`src/source/fft_ctrl_config.svh`:
```
`ifndef FFT_CTRL_CONFIG_SVH
`define FFT_CTRL_CONFIG_SVH

// data and factor memory address, one word per block
`define FFT_DM_ADDR_W 4

// transpose memory address
`define FFT_TM_ADDR_W 4

// one bit per radix-2 stage
`define FFT_STAGE_W 7

// long enough for the 25-cycle pass of size 2048
`define FFT_PASS_CNT_W 5

`define FFT_FINISH_CNT_W 2

// idle level of all memory strobes (active low)
`define FFT_STROBE_IDLE 1'b1

`endif

```
`src/source/fft_ctrl_pkg.sv`:
```
`default_nettype none
`include "fft_ctrl_config.svh"

package fft_ctrl_pkg;

	typedef enum logic [2:0] {
		fft64   = 3'd0,
		fft128  = 3'd1,
		fft256  = 3'd2,
		fft512  = 3'd3,
		fft1024 = 3'd4,
		fft2048 = 3'd5
	} fft_size_e;

	typedef enum logic [2:0] {
		load_in,
		fft_pass,
		twiddle,
		transpose_pass,
		read_out
	} phase_e;

	// twiddle multiplier mode
	typedef enum logic [1:0] {
		radix16 = 2'd0,
		radix8  = 2'd1,
		radix4  = 2'd2,
		radix2  = 2'd3
	} radix_e;

	function automatic logic [`FFT_DM_ADDR_W:0] block_count(input fft_size_e size);
		case (size)
			fft256:  return 5'd2;
			fft512:  return 5'd4;
			fft1024: return 5'd8;
			fft2048: return 5'd16;
			default: return 5'd1; // 64 and 128 fit in one block
		endcase
	endfunction

	function automatic logic [`FFT_PASS_CNT_W-1:0] pass1_last(input fft_size_e size);
		case (size)
			fft64:   return 5'd8;
			fft128:  return 5'd9;
			fft256:  return 5'd10;
			fft512:  return 5'd12;
			fft1024: return 5'd16;
			default: return 5'd24;
		endcase
	endfunction

	// second pass only exists from 256 up
	function automatic logic [`FFT_PASS_CNT_W-1:0] pass3_last(input fft_size_e size);
		case (size)
			fft256:  return 5'd4;
			fft512:  return 5'd7;
			fft1024: return 5'd12;
			fft2048: return 5'd21;
			default: return 5'd0;
		endcase
	endfunction

	function automatic radix_e size_radix(input fft_size_e size);
		case (size)
			fft256:  return radix2;
			fft512:  return radix4;
			fft1024: return radix8;
			default: return radix16;
		endcase
	endfunction

endpackage

`default_nettype wire

```
`src/source/phase_sequencer.sv`:
```
`timescale 1ns/1ps
`default_nettype none
`include "fft_ctrl_config.svh"

module phase_sequencer
	import fft_ctrl_pkg::*;
(
	input  wire            clk,
	input  wire            rst,
	input  wire            ce_fft,
	input  wire fft_size_e fft_mode,
	input  wire            dm_last_block,
	input  wire            twiddle_done,
	output phase_e         phase,
	output logic           dm_block_run,
	output logic           tm_block_run,
	output logic           dm_wb_run,
	output logic           tm_wb_run,
	output logic           step_run,
	output logic           finish_fft_process
);

	phase_e phase_next;
	logic [`FFT_PASS_CNT_W-1:0] pass_cnt;
	logic [`FFT_FINISH_CNT_W-1:0] finish_cnt;
	logic small_size;

	assign small_size = (fft_mode == fft64) || (fft_mode == fft128);

	always_comb begin
		phase_next = phase;
		case (phase)
			load_in: begin
				if (dm_last_block) begin
					phase_next = fft_pass;
				end
			end
			fft_pass: begin
				if (pass_cnt == pass1_last(fft_mode)) begin
					// no second pass below 256 points
					phase_next = small_size ? read_out : twiddle;
				end
			end
			twiddle: begin
				if (twiddle_done) begin
					phase_next = transpose_pass;
				end
			end
			transpose_pass: begin
				if (pass_cnt == pass3_last(fft_mode)) begin
					phase_next = read_out;
				end
			end
			default: begin
				phase_next = read_out; // parked until reset
			end
		endcase
	end

	always_ff @(posedge clk or posedge rst) begin
		if (rst) begin
			phase      <= load_in;
			pass_cnt   <= '0;
			finish_cnt <= '0;
		end else if (ce_fft) begin
			phase <= phase_next;

			if (phase_next != phase) begin
				pass_cnt <= '0;
			end else if (phase == fft_pass || phase == transpose_pass) begin
				pass_cnt <= pass_cnt + 1'b1;
			end

			// 0, 1, 2 then hold
			if (phase == read_out && finish_cnt != 2'd2) begin
				finish_cnt <= finish_cnt + 1'b1;
			end
		end
	end

	// dropping run on the last load block wraps the address back to 0
	assign dm_block_run = (phase == load_in && !dm_last_block) ||
		phase == fft_pass || phase == read_out;
	assign tm_block_run = (phase == transpose_pass);
	assign dm_wb_run    = (phase == fft_pass);
	assign tm_wb_run    = (phase == transpose_pass);
	assign step_run     = (phase == twiddle);

	assign finish_fft_process = finish_cnt[0]; // only the count of 1

endmodule

`default_nettype wire

```
`src/source/block_addr_counter.sv`:
```
`timescale 1ns/1ps
`default_nettype none
`include "fft_ctrl_config.svh"

module block_addr_counter
	import fft_ctrl_pkg::*;
(
	input  wire                       clk,
	input  wire                       rst,
	input  wire                       ce_fft,
	input  wire                       run,
	input  wire fft_size_e            fft_mode,
	output logic [`FFT_DM_ADDR_W-1:0] addr,
	output logic                      last_block
);

	logic [`FFT_DM_ADDR_W:0] blocks;

	assign blocks     = block_count(fft_mode);
	assign last_block = ({1'b0, addr} == blocks - 1'b1);

	always_ff @(posedge clk or posedge rst) begin
		if (rst) begin
			addr <= '0;
		end else if (ce_fft) begin
			if (!run) begin
				addr <= '0;
			end else if (!last_block) begin
				addr <= addr + 1'b1;
			end
		end
	end

endmodule

`default_nettype wire

```
`src/source/write_back_counter.sv`:
```
`timescale 1ns/1ps
`default_nettype none
`include "fft_ctrl_config.svh"

module write_back_counter
	import fft_ctrl_pkg::*;
(
	input  wire                       clk,
	input  wire                       rst,
	input  wire                       ce_fft,
	input  wire                       run,
	input  wire                       stall_out,
	output logic [`FFT_DM_ADDR_W-1:0] addr,
	output logic                      wr
);

	logic stall_d;

	// core output is invalid during a stall and the cycle after it
	assign wr = run && !stall_out && !stall_d;

	always_ff @(posedge clk or posedge rst) begin
		if (rst) begin
			stall_d <= 1'b0;
			addr    <= '0;
		end else if (ce_fft) begin
			stall_d <= stall_out;
			if (!run) begin
				addr <= '0;
			end else if (wr) begin
				addr <= addr + 1'b1; // one word per accepted write
			end
		end
	end

endmodule

`default_nettype wire

```
`src/source/twiddle_stepper.sv`:
```
`timescale 1ns/1ps
`default_nettype none
`include "fft_ctrl_config.svh"

module twiddle_stepper
	import fft_ctrl_pkg::*;
(
	input  wire                       clk,
	input  wire                       rst,
	input  wire                       ce_fft,
	input  wire                       run,
	input  wire fft_size_e            fft_mode,
	input  wire                       done_arrange_signal,
	output logic                      ce_mul,
	output logic [`FFT_DM_ADDR_W-1:0] position,
	output logic [`FFT_DM_ADDR_W-1:0] step,
	output logic                      twiddle_done
);

	logic [`FFT_DM_ADDR_W-1:0] step_cnt;
	logic [`FFT_DM_ADDR_W-1:0] step_d1, step_d2, step_d3;
	logic done_d1, done_d2, done_d3;
	logic mul_en, mul_en_d;
	logic first_cycle;
	logic [`FFT_DM_ADDR_W:0] blocks;

	assign blocks = block_count(fft_mode);

	always_ff @(posedge clk or posedge rst) begin
		if (rst) begin
			step_cnt    <= '0;
			mul_en      <= 1'b0;
			mul_en_d    <= 1'b0;
			first_cycle <= 1'b1;
			done_d1     <= 1'b0;
			done_d2     <= 1'b0;
			done_d3     <= 1'b0;
		end else if (ce_fft) begin
			first_cycle <= !run;
			mul_en      <= run && done_arrange_signal;
			mul_en_d    <= mul_en;
			if (!run) begin
				step_cnt <= '0;
			end else if (done_arrange_signal) begin
				step_cnt <= step_cnt + 1'b1;
			end
			done_d1 <= run && done_arrange_signal;
			done_d2 <= done_d1;
			done_d3 <= done_d2;
		end
	end

	// step count pipeline, aligned to the multiplier
	always_ff @(posedge clk) begin
		if (ce_fft) begin
			step_d1 <= step_cnt;
			step_d2 <= step_d1;
			step_d3 <= step_d2;
		end
	end

	assign step     = step_cnt;
	assign ce_mul   = run && (first_cycle || mul_en_d);
	assign position = run ? step_d3 : '0;

	// block count 16 wraps to 0 in the 4-bit step counter
	assign twiddle_done = done_d3 && (step_d2 == blocks[`FFT_DM_ADDR_W-1:0]);

endmodule

`default_nettype wire

```
`src/source/strobe_decoder.sv`:
```
`timescale 1ns/1ps
`default_nettype none
`include "fft_ctrl_config.svh"

module strobe_decoder
	import fft_ctrl_pkg::*;
(
	input  wire phase_e                    phase,
	input  wire fft_size_e                 fft_mode,
	input  wire [`FFT_DM_ADDR_W-1:0]       dm_blk_addr,
	input  wire [`FFT_TM_ADDR_W-1:0]       tm_blk_addr,
	input  wire [`FFT_DM_ADDR_W-1:0]       dm_wb_addr,
	input  wire                            dm_wb,
	input  wire [`FFT_TM_ADDR_W-1:0]       tm_wb_addr,
	input  wire                            tm_wb,
	input  wire [`FFT_DM_ADDR_W-1:0]       step,
	output logic                           dm_web1,
	output logic                           dm_oeb1,
	output logic                           dm_csb1,
	output logic [`FFT_DM_ADDR_W-1:0]      dm_a1,
	output logic                           dm_web2,
	output logic                           dm_oeb2,
	output logic                           dm_csb2,
	output logic [`FFT_DM_ADDR_W-1:0]      dm_a2,
	output logic                           fm_web1,
	output logic                           fm_oeb1,
	output logic                           fm_csb1,
	output logic [`FFT_DM_ADDR_W-1:0]      fm_a1,
	output logic                           tm_web1,
	output logic                           tm_oeb1,
	output logic                           tm_csb1,
	output logic [`FFT_TM_ADDR_W-1:0]      tm_a1,
	output logic                           tm_web2,
	output logic                           tm_oeb2,
	output logic                           tm_csb2,
	output logic [`FFT_TM_ADDR_W-1:0]      tm_a2,
	output logic                           stall_fft,
	output logic [`FFT_STAGE_W-1:0]        sel_fft,
	output logic [`FFT_STAGE_W-1:0]        shift_data,
	output logic                           sel_mux0,
	output logic                           sel_mux1,
	output logic                           sel_mux2,
	output logic                           sel_mux3,
	output radix_e                         mode
);

	always_comb begin
		dm_web1 = `FFT_STROBE_IDLE;
		dm_oeb1 = `FFT_STROBE_IDLE;
		dm_csb1 = `FFT_STROBE_IDLE;
		dm_a1   = '0;
		dm_web2 = `FFT_STROBE_IDLE;
		dm_oeb2 = `FFT_STROBE_IDLE;
		dm_csb2 = `FFT_STROBE_IDLE;
		dm_a2   = '0;
		fm_web1 = `FFT_STROBE_IDLE;
		fm_oeb1 = `FFT_STROBE_IDLE;
		fm_csb1 = `FFT_STROBE_IDLE;
		fm_a1   = '0;
		tm_web1 = `FFT_STROBE_IDLE;
		tm_oeb1 = `FFT_STROBE_IDLE;
		tm_csb1 = `FFT_STROBE_IDLE;
		tm_a1   = '0;
		tm_web2 = `FFT_STROBE_IDLE;
		tm_oeb2 = `FFT_STROBE_IDLE;
		tm_csb2 = `FFT_STROBE_IDLE;
		tm_a2   = '0;
		stall_fft  = 1'b1;
		sel_fft    = 7'b1111111; // all stages bypassed
		shift_data = 7'b0000000;
		sel_mux0 = 1'b0;
		sel_mux1 = 1'b0;
		sel_mux2 = 1'b0;
		sel_mux3 = 1'b0;
		mode     = radix16;

		case (phase)
			load_in: begin
				sel_mux0 = 1'b1;
				dm_web1  = 1'b0;
				dm_csb1  = 1'b0;
				dm_a1    = dm_blk_addr;
				fm_web1  = 1'b0;
				fm_csb1  = 1'b0;
				fm_a1    = dm_blk_addr;
			end
			fft_pass: begin
				stall_fft = 1'b0;
				if (fft_mode == fft64) begin
					sel_fft    = 7'b1000000; // top stage unused
					shift_data = 7'b1111110;
				end else begin
					sel_fft    = 7'b0000000;
					shift_data = 7'b1111111;
				end
				dm_oeb1 = 1'b0;
				dm_csb1 = 1'b0;
				dm_a1   = dm_blk_addr;
				if (dm_wb) begin
					dm_web2 = 1'b0;
					dm_csb2 = 1'b0;
					dm_a2   = dm_wb_addr;
				end
			end
			twiddle: begin
				mode    = size_radix(fft_mode);
				dm_oeb1 = 1'b0;
				dm_csb1 = 1'b0;
				dm_a1   = step;
				fm_oeb1 = 1'b0;
				fm_csb1 = 1'b0;
				fm_a1   = step;
			end
			transpose_pass: begin
				stall_fft = 1'b0;
				sel_mux1  = 1'b1;
				sel_mux2  = 1'b1;
				// remaining stages after the first pass
				case (fft_mode)
					fft2048: begin
						sel_fft    = 7'b1110000;
						shift_data = 7'b1111000;
					end
					fft1024: begin
						sel_fft    = 7'b1111000;
						shift_data = 7'b1110000;
					end
					fft512: begin
						sel_fft    = 7'b1111100;
						shift_data = 7'b1100000;
					end
					fft256: begin
						sel_fft    = 7'b1111110;
						shift_data = 7'b1000000;
					end
					default: begin
						sel_fft    = 7'b1111111;
						shift_data = 7'b0000000;
					end
				endcase
				tm_oeb1 = 1'b0;
				tm_csb1 = 1'b0;
				tm_a1   = tm_blk_addr;
				if (tm_wb) begin
					tm_web2 = 1'b0;
					tm_csb2 = 1'b0;
					tm_a2   = tm_wb_addr;
				end
			end
			read_out: begin
				sel_mux3 = (fft_mode >= fft256); // result sits in the transpose memory
				dm_oeb1  = 1'b0;
				dm_csb1  = 1'b0;
				dm_a1    = dm_blk_addr;
				tm_oeb1  = 1'b0;
				tm_csb1  = 1'b0;
				tm_a1    = dm_blk_addr; // shared block counter
			end
			default: begin
				stall_fft = 1'b1;
			end
		endcase
	end

endmodule

`default_nettype wire

```
`src/source/fft_ctrl_top.sv`:
```
`timescale 1ns/1ps
`default_nettype none
`include "fft_ctrl_config.svh"

module fft_ctrl_top
	import fft_ctrl_pkg::*;
(
	input  wire                       clk,
	input  wire                       rst,
	input  wire                       ce_fft,
	input  wire                       done_arrange_signal,
	input  wire                       stall_out,
	input  wire fft_size_e            fft_mode,
	output logic                      dm_web1,
	output logic                      dm_oeb1,
	output logic                      dm_csb1,
	output logic [`FFT_DM_ADDR_W-1:0] dm_a1,
	output logic                      dm_web2,
	output logic                      dm_oeb2,
	output logic                      dm_csb2,
	output logic [`FFT_DM_ADDR_W-1:0] dm_a2,
	output logic                      fm_web1,
	output logic                      fm_oeb1,
	output logic                      fm_csb1,
	output logic [`FFT_DM_ADDR_W-1:0] fm_a1,
	output logic                      tm_web1,
	output logic                      tm_oeb1,
	output logic                      tm_csb1,
	output logic [`FFT_TM_ADDR_W-1:0] tm_a1,
	output logic                      tm_web2,
	output logic                      tm_oeb2,
	output logic                      tm_csb2,
	output logic [`FFT_TM_ADDR_W-1:0] tm_a2,
	output logic                      stall_fft,
	output logic [`FFT_STAGE_W-1:0]   sel_fft,
	output logic [`FFT_STAGE_W-1:0]   shift_data,
	output logic                      sel_mux0,
	output logic                      sel_mux1,
	output logic                      sel_mux2,
	output logic                      sel_mux3,
	output logic                      ce_mul,
	output logic [1:0]                mode,
	output logic [`FFT_DM_ADDR_W-1:0] position,
	output logic                      finish_fft_process
);

	phase_e phase;
	logic dm_block_run, tm_block_run;
	logic dm_wb_run, tm_wb_run;
	logic step_run;
	logic dm_last_block;
	logic twiddle_done;
	logic [`FFT_DM_ADDR_W-1:0] dm_blk_addr;
	logic [`FFT_TM_ADDR_W-1:0] tm_blk_addr;
	logic [`FFT_DM_ADDR_W-1:0] dm_wb_addr;
	logic [`FFT_TM_ADDR_W-1:0] tm_wb_addr;
	logic dm_wb, tm_wb;
	logic [`FFT_DM_ADDR_W-1:0] step;

	phase_sequencer u_seq (
		.clk                (clk),
		.rst                (rst),
		.ce_fft             (ce_fft),
		.fft_mode           (fft_mode),
		.dm_last_block      (dm_last_block),
		.twiddle_done       (twiddle_done),
		.phase              (phase),
		.dm_block_run       (dm_block_run),
		.tm_block_run       (tm_block_run),
		.dm_wb_run          (dm_wb_run),
		.tm_wb_run          (tm_wb_run),
		.step_run           (step_run),
		.finish_fft_process (finish_fft_process)
	);

	block_addr_counter dm_block_cnt (
		.clk        (clk),
		.rst        (rst),
		.ce_fft     (ce_fft),
		.run        (dm_block_run),
		.fft_mode   (fft_mode),
		.addr       (dm_blk_addr),
		.last_block (dm_last_block)
	);

	// transpose read simply holds on the last block
	block_addr_counter tm_block_cnt (
		.clk        (clk),
		.rst        (rst),
		.ce_fft     (ce_fft),
		.run        (tm_block_run),
		.fft_mode   (fft_mode),
		.addr       (tm_blk_addr),
		.last_block ()
	);

	write_back_counter dm_wb_cnt (
		.clk       (clk),
		.rst       (rst),
		.ce_fft    (ce_fft),
		.run       (dm_wb_run),
		.stall_out (stall_out),
		.addr      (dm_wb_addr),
		.wr        (dm_wb)
	);

	write_back_counter tm_wb_cnt (
		.clk       (clk),
		.rst       (rst),
		.ce_fft    (ce_fft),
		.run       (tm_wb_run),
		.stall_out (stall_out),
		.addr      (tm_wb_addr),
		.wr        (tm_wb)
	);

	twiddle_stepper u_twiddle (
		.clk                 (clk),
		.rst                 (rst),
		.ce_fft              (ce_fft),
		.run                 (step_run),
		.fft_mode            (fft_mode),
		.done_arrange_signal (done_arrange_signal),
		.ce_mul              (ce_mul),
		.position            (position),
		.step                (step),
		.twiddle_done        (twiddle_done)
	);

	strobe_decoder u_dec (
		.phase       (phase),
		.fft_mode    (fft_mode),
		.dm_blk_addr (dm_blk_addr),
		.tm_blk_addr (tm_blk_addr),
		.dm_wb_addr  (dm_wb_addr),
		.dm_wb       (dm_wb),
		.tm_wb_addr  (tm_wb_addr),
		.tm_wb       (tm_wb),
		.step        (step),
		.dm_web1     (dm_web1),
		.dm_oeb1     (dm_oeb1),
		.dm_csb1     (dm_csb1),
		.dm_a1       (dm_a1),
		.dm_web2     (dm_web2),
		.dm_oeb2     (dm_oeb2),
		.dm_csb2     (dm_csb2),
		.dm_a2       (dm_a2),
		.fm_web1     (fm_web1),
		.fm_oeb1     (fm_oeb1),
		.fm_csb1     (fm_csb1),
		.fm_a1       (fm_a1),
		.tm_web1     (tm_web1),
		.tm_oeb1     (tm_oeb1),
		.tm_csb1     (tm_csb1),
		.tm_a1       (tm_a1),
		.tm_web2     (tm_web2),
		.tm_oeb2     (tm_oeb2),
		.tm_csb2     (tm_csb2),
		.tm_a2       (tm_a2),
		.stall_fft   (stall_fft),
		.sel_fft     (sel_fft),
		.shift_data  (shift_data),
		.sel_mux0    (sel_mux0),
		.sel_mux1    (sel_mux1),
		.sel_mux2    (sel_mux2),
		.sel_mux3    (sel_mux3),
		.mode        (mode)
	);

endmodule

`default_nettype wire

```
`config.mk`:
```
export PLATFORM = sky130hd
export DESIGN_NAME = fft_ctrl_top
export DESIGN_NICKNAME = d
export VERILOG_FILES = /design/src/source/fft_ctrl_pkg.sv /design/src/source/phase_sequencer.sv /design/src/source/block_addr_counter.sv /design/src/source/write_back_counter.sv /design/src/source/twiddle_stepper.sv /design/src/source/strobe_decoder.sv /design/src/source/fft_ctrl_top.sv
export VERILOG_INCLUDE_DIRS = /design/src /design/src/source
export SDC_FILE = /design/constraint.sdc
export NUM_CORES = 1
export LEC_CHECK = 0
export BUFFER_PORTS_ARGS = -buffer_cell sky130_fd_sc_hd__buf_2
export CAP_MARGIN = 15
export CORE_MARGIN = 2
export CORE_UTILIZATION = 40
export CTS_CLUSTER_SIZE = 20
export DETAILED_ROUTE_END_ITERATION = 7
export SYNTH_ARGS = -nofsm -noshare
export SYNTH_HDL_FRONTEND = slang
export SYNTH_HIERARCHICAL = 1
export SYNTH_SLANG_ARGS = --single-unit
```
`constraint.sdc`:
```
create_clock -name clk -period 2.29 [get_ports clk]
set_input_delay 0.3435 -clock clk [delete_from_list [all_inputs] [get_ports clk]]
set_output_delay 0.3435 -clock clk [all_outputs]
set_load 0.01 [all_outputs]
```
* Word-level counts from Yosys, hierarchy flattened
Cells that the tools add are included.
** Word-level totals
- Register bits after elaboration :: 47
- Output and inout port bits :: 62
- Logic and storage cells :: 133
- Input port bits :: 8
** Operators by class
- Equal/unequal tests :: 21
- Multiplexer cells :: 53
- Reduce and logical (&&, ||, !) cells :: 34
- $add $sub $neg :: 8
- $lt $le $gt $ge :: 1
** Operators by type and width (number)
- $mux W4 :: 15
- $pmux W5 S4 :: 2
- $pmux W7 S2 :: 2
- $pmux W7 S4 :: 1
- $pmux W5 S5 :: 1
- $pmux W4 S2 :: 3
- $add A4 B1 Y4 const B :: 5
- $mux W5 :: 4
- $pmux W4 S4 :: 1
- $mux W1 :: 15
- $mux W3 :: 5
- $reduce_and A2 Y1 :: 7
- $eq A3 B2 Y1 const B :: 4
- $ne A2 B2 Y1 const B :: 6
- $pmux W3 S4 :: 1
- $eq A4 B5 Y1 :: 2
- $eq A5 B5 Y1 :: 2
- $eq A3 B3 Y1 const B :: 3
- $logic_and A1 B1 Y1 :: 9
- $mux W7 :: 1
- $eq A3 B1 Y1 const B :: 2
- $logic_not A3 Y1 :: 2
- $pmux W2 S3 :: 1
- $reduce_or A2 Y1 :: 3
- 12 further kinds :: 20

* Longest topological paths before layout
- Depth in word-level cells :: 10
- Depth in mapped cells :: 12
- Depth with buffers taken out :: 11

* Cells and area by module
The synthesis kept the hierarchy.
** By module, submodules not included
- phase_sequencer :: times used 1, area an instance 1009.7 um^2, cells each 113
- twiddle_stepper :: times used 1, area an instance 859.6 um^2, cells each 71
- block_addr_counter :: times used 2, area an instance 366.6 um^2, cells each 41
- strobe_decoder :: times used 1, area an instance 646.9 um^2, cells each 91
- write_back_counter :: times used 2, area an instance 261.5 um^2, cells each 26

* Worst setup path after synthesis
Ideal clock, no wire load.
- Kind :: reg2reg
- Start point :: register dm_block_cnt.addr[2]
- End point :: register dm_block_cnt.addr[3]
- Required time :: 2.164 ns
- Slack :: -0.032 ns
- Clock period less this slack :: 2.322 ns
- Arrival time :: 2.196 ns
- Cell stages (with the launch flop) :: 13
- Cell sequence :: dfrtp_1 or2_1 nor3_1 o22ai_2 nor2_1 nand2b_1 nor2_1 a211oi_1 clkbuf_1 nand2_1 nor3_1 o21a_1 a311o_1
** Between the ends
- Word-level cells in the longest chain between the ends :: 7
- Elaborated cells on any way between the ends :: 10
- Classes of those cells :: add/sub (1); eq/ne (2); mux (2); reduce/logical (5)
** Ends and longest elaborated chain
- from (decl) :: line block_addr_counter.sv:13 : output logic [`FFT_DM_ADDR_W-1:0] addr,
- from (signal assigned) :: line block_addr_counter.sv:29 : addr <= addr + 1'b1;
- $eq A4 B5 Y1 (*) :: line block_addr_counter.sv:20 : assign last_block = ({1'b0, addr} == blocks - 1'b1);
- via dm_last_block :: line fft_ctrl_top.sv:51 : logic dm_last_block;
- $logic_not A1 Y1 (*)
- $logic_and A1 B1 Y1 (*) :: line phase_sequencer.sv:82 : assign dm_block_run = (phase == load_in && !dm_last_block) ||
- $logic_or A1 B1 Y1 (*) :: line phase_sequencer.sv:82
- $logic_or A1 B1 Y1 (*) :: line phase_sequencer.sv:83 : phase == fft_pass || phase == read_out;
- via dm_block_run :: line fft_ctrl_top.sv:48 : logic dm_block_run, tm_block_run;
- $ne A2 B2 Y1 (no source line)
- $reduce_and A2 Y1 (no source line)
Mark *: on every way through the listed nets, which the timed path passes. The rest lies on a longest branch. The select of a mux whose other input is x is not followed.
A chain may end at the register's enable or synchronous reset.

* Worst setup path after layout
Ends and elaborated chain as after synthesis.

==> flow_metrics.tcl <==
set metrics [dict create \
    run_status "complete, no violations" \
    final.fill_count 882 \
    critPathLaunchType "flop" \
    post_route_setup_tns_ns 0 \
    syn_avg_cell_area_um2 9.22 \
    avgViaCountPerCell 5.62 \
    async_flop_share 0.750 \
    die_area_um2 10200 \
    yosys.cell_types.count 79 \
    cap_viol_max_count 0 \
    critical-path-slowest-cell "dfrtp_1" \
    critical-path-max-stage-delay_ns 0.42 \
    wirelength_mm 9.49 \
    die-height_um 101 \
    first_global_vias 3091 \
    dpl_worst_slack_ns -0.00927 \
    clock_latency_reported_for_the_late_side_of_the_worst_skew_pair_ns 0.30 \
    hold_violations 0 \
    grt_setup_unrepaired "true" \
    timing.final.crit_share 0.973 \
    synth-main-ff-cell "dfrtp_1" \
    cts_tree "yes" \
    via_count 3343 \
    ys_ff_latch 48 \
    switching_share 0.430 \
    root_buffer "clkbuf_8" \
    post_synth_instance_area_um2 3770 \
    report.final.setup_viol 0 \
    final_net_count 498 \
    critPathKind "flop to flop" \
    synth_edf_count 12 \
    finalWeightedCongestion 0.913 \
    timing.critical_path.required_ns 2.48 \
    clkPwrFrac 0.142 \
    static-leakage-power_nw 2.03 \
    fin_skew_ns 0.00346 \
    synth_largest_type_area_fraction 0.232 \
    netlist_top_cells_area "dfrtp_1 (23%), edfxtp_1 (9.6%), nor2_1 (3.2%)" \
    grt_antenna_before_repair 0 \
    track_usage 0.187 \
    detailedPlacementHpwl_mm 6.95 \
    path_type_of_the_worst_min_delay_path "primary input to flop" \
    cts-root-to-sink-buffers 2 \
    numCtsBuffers 5 \
    floorplan.die.width_um 101 \
    detail_route.iter0.violations 198 \
    ioPinCount 70 \
    report.power.total_w 0.00436 \
    combPwrFrac 0.587 \
    area_delta_synth_final_pct 19.9 \
    row_count 35 \
    synth_cells 409 \
    power.switching_w 0.00187 \
    synth_warnings 6 \
    gr-total-overflow 0 \
    arrival_ns 2.42 \
    number_of_pins_exceeding_their_max_slew_limit_in_the_final_report 0 \
    vdd_drop_max_uv 463 \
    power.share.sequential 0.271 \
    worstPathMaxFanout 8 \
    synthDominantAreaCellType "dfrtp_1" \
    timing.final.ws_setup_ns 0.0611 \
    hold_worst_slack_ns 0.373 \
    drc 0 \
    crit_chain "or2_4 > nor3_4 > o22ai_4 > nor2_4 > buf_6 > nand2b_4 > nor2_4 > a211oi_2 > buf_4 > nand2_1 > nor3_1 > o21a_1 > a311o_1" \
    critPathMostFrequentCell "nor2_4" \
    antenna_cells 0 \
    fmax_mhz 449 \
    worst_setup_path_end_kind "flop" \
    power-per-cell-area_nw_per_um2 963 \
    grt_max_degree 39 \
    final_layout_size_suffix_gt1_frac 0.337 \
    synth.yosys.seq_area_share 0.335 \
    cts.reportedPaths.clkPinSlew_ns 0.09 \
    wl_per_cell_um 15.9 \
    cts.sinks 48 \
    htree_num_levels 2 \
    final.min_clock_period_ns 2.23 \
    io_buffers 66 \
    intPower_w 0.00248 \
    drt_first_pass_iters 5 \
    global_route_wire_length_before_repair_mm 15.4 \
    ant_nets 0 \
    initial_utilization 0.410 \
    core_area_um2 9200 \
]
## cell usage after synthesis (all sizes together) (7+ instances only)
library cell / instances
nor3: 9
o21ai: 19
mux2: 8
nand2: 27
inv: 28
buf: 27
dfrtp: 35
edfxtp: 12
nand2b: 15
a22o: 8
a21oi: 12
nor3b: 11
or2: 8
and2: 13
clkbuf: 8
nor2: 32
nand3: 12
ha: 7
## through the flow
step,std cells,instance area [um^2],util
CTS,591,4390,0.477
finish,595,4520,0.492
global placement,582,4270,0.464
floorplan,411,3780,-
global route,595,4520,0.492
detailed placement,582,4270,0.464
## layer usage
metal / track usage / wire length [um]
met5: 0 / 0
met4: 0.0530 / 112
met3: 0.0236 / 370
met2: 0.292 / 4380
met1: 0.272 / 4630
## worst paths after layout
check	startpoint	end	slack (ns)	depth (start not counted)
max reg2reg	dm_block_cnt/addr[2]	dm_block_cnt/addr[3]	0.06	13
min in group asynchronous	rst	tm_block_cnt/addr[1]	0.55	3
min reg2reg	u_twiddle/step_d1[0]	u_twiddle/step_d2[0]	0.43	0
max in group asynchronous	rst	u_seq/pass_cnt[0]	1.36	3
max	dm_block_cnt/addr[2]	dm_block_cnt/addr[3]	0.06	13
min	stall_out	tm_wb_cnt/stall_d	0.37	2
## critical path: cells and delay by family, from the launching register on
kind	cells	cell delay, ns
and+or+nand+nor	7	0.88
AOI/OAI and AO/OA	4	0.50
DFF	1	0.42
buffers and inverters	2	0.31
## final cells by class
| cell class | instances | area (um^2) | share of cell area |
|---|---|---|---|
| multi-input combinational | 300 | 2280 | 0.505 |
| tap | 111 | 139 | 0.0307 |
| sequential | 48 | 1260 | 0.279 |
| inverter | 28 | 105 | 0.0232 |
| timing repair buffer | 100 | 621 | 0.137 |
| clock buffer | 5 | 68.8 | 0.0152 |
| clock inverter | 3 | 42.5 | 0.00940 |
## registers in the layout (all words and copies together) (netlist names), 4 cells and up
| register | cells |
|---|---|
| u_twiddle/step | 4 |
| u_twiddle/step_d1 | 4 |
| tm_block_cnt/addr | 4 |
| u_twiddle/step_d2 | 4 |
| dm_block_cnt/addr | 4 |
| u_seq/pass_cnt | 5 |
| dm_wb_cnt/addr | 4 |
| tm_wb_cnt/addr | 4 |
| u_twiddle/step_d3 | 4 |
## layout by cell type (no fill, tap or decap), types with 4 or more instances in the layout
cell / Yosys / final
mux2i_1: 5 / 5
o21bai_1: 4 / 4
mux2_2: 6 / 6
or2_4: 3 / 5
nor3b_1: 9 / 9
nor4bb_1: 4 / 4
nand2_1: 25 / 25
a21oi_1: 11 / 9
and2_1: 13 / 13
a22o_1: 8 / 8
dfrtp_1: 35 / 34
nand4_1: 4 / 4
ha_1: 7 / 7
o21ai_0: 16 / 16
nand3b_1: 6 / 6
nor2_1: 32 / 30
nand3_1: 12 / 12
clkbuf_8: 0 / 5
edfxtp_1: 12 / 12
buf_2: 10 / 66
xnor2_1: 4 / 4
a311o_1: 5 / 5
buf_4: 12 / 29
a21o_1: 6 / 6
a211o_1: 4 / 4
o21a_1: 5 / 5
nor3_1: 8 / 7
xor2_1: 6 / 6
inv_1: 28 / 28
nand2b_1: 15 / 13
## what timing repair did
item | 4_1_cts | 5_1_grt
hold buffers | 1 | 0
endpoints found under the setup margin | 0 | 15
resized for setup | 0 | 23
endpoints found under the hold margin | 4 | 0
buffers inserted | 0 | 4
## power by group through the flow
stage | Clock, W | Combinational, W | Sequential (W)
3_3_place_gp | 0 | 0.00227 | 0.00119
3_5_place_dp | 0 | 0.00232 | 0.00119
4_1_cts | 0.000633 | 0.00233 | 0.00117
5_1_grt | 0.000668 | 0.00279 | 0.00120
2_1_floorplan | 0 | 0.00159 | 0.00116
6_report | 0.000618 | 0.00256 | 0.00118
## cell families after synthesis
logic type,synth area share
AO/OA/AOI/OAI,0.226
AND/OR/NAND/NOR,0.267
adder cells (fa/ha/maj),0.0232
flip-flops,0.335
XOR/XNOR,0.0232
other,0.000994
multiplexers,0.0371
buffers and inverters,0.0879
Power figures use the tool's default switching activity.
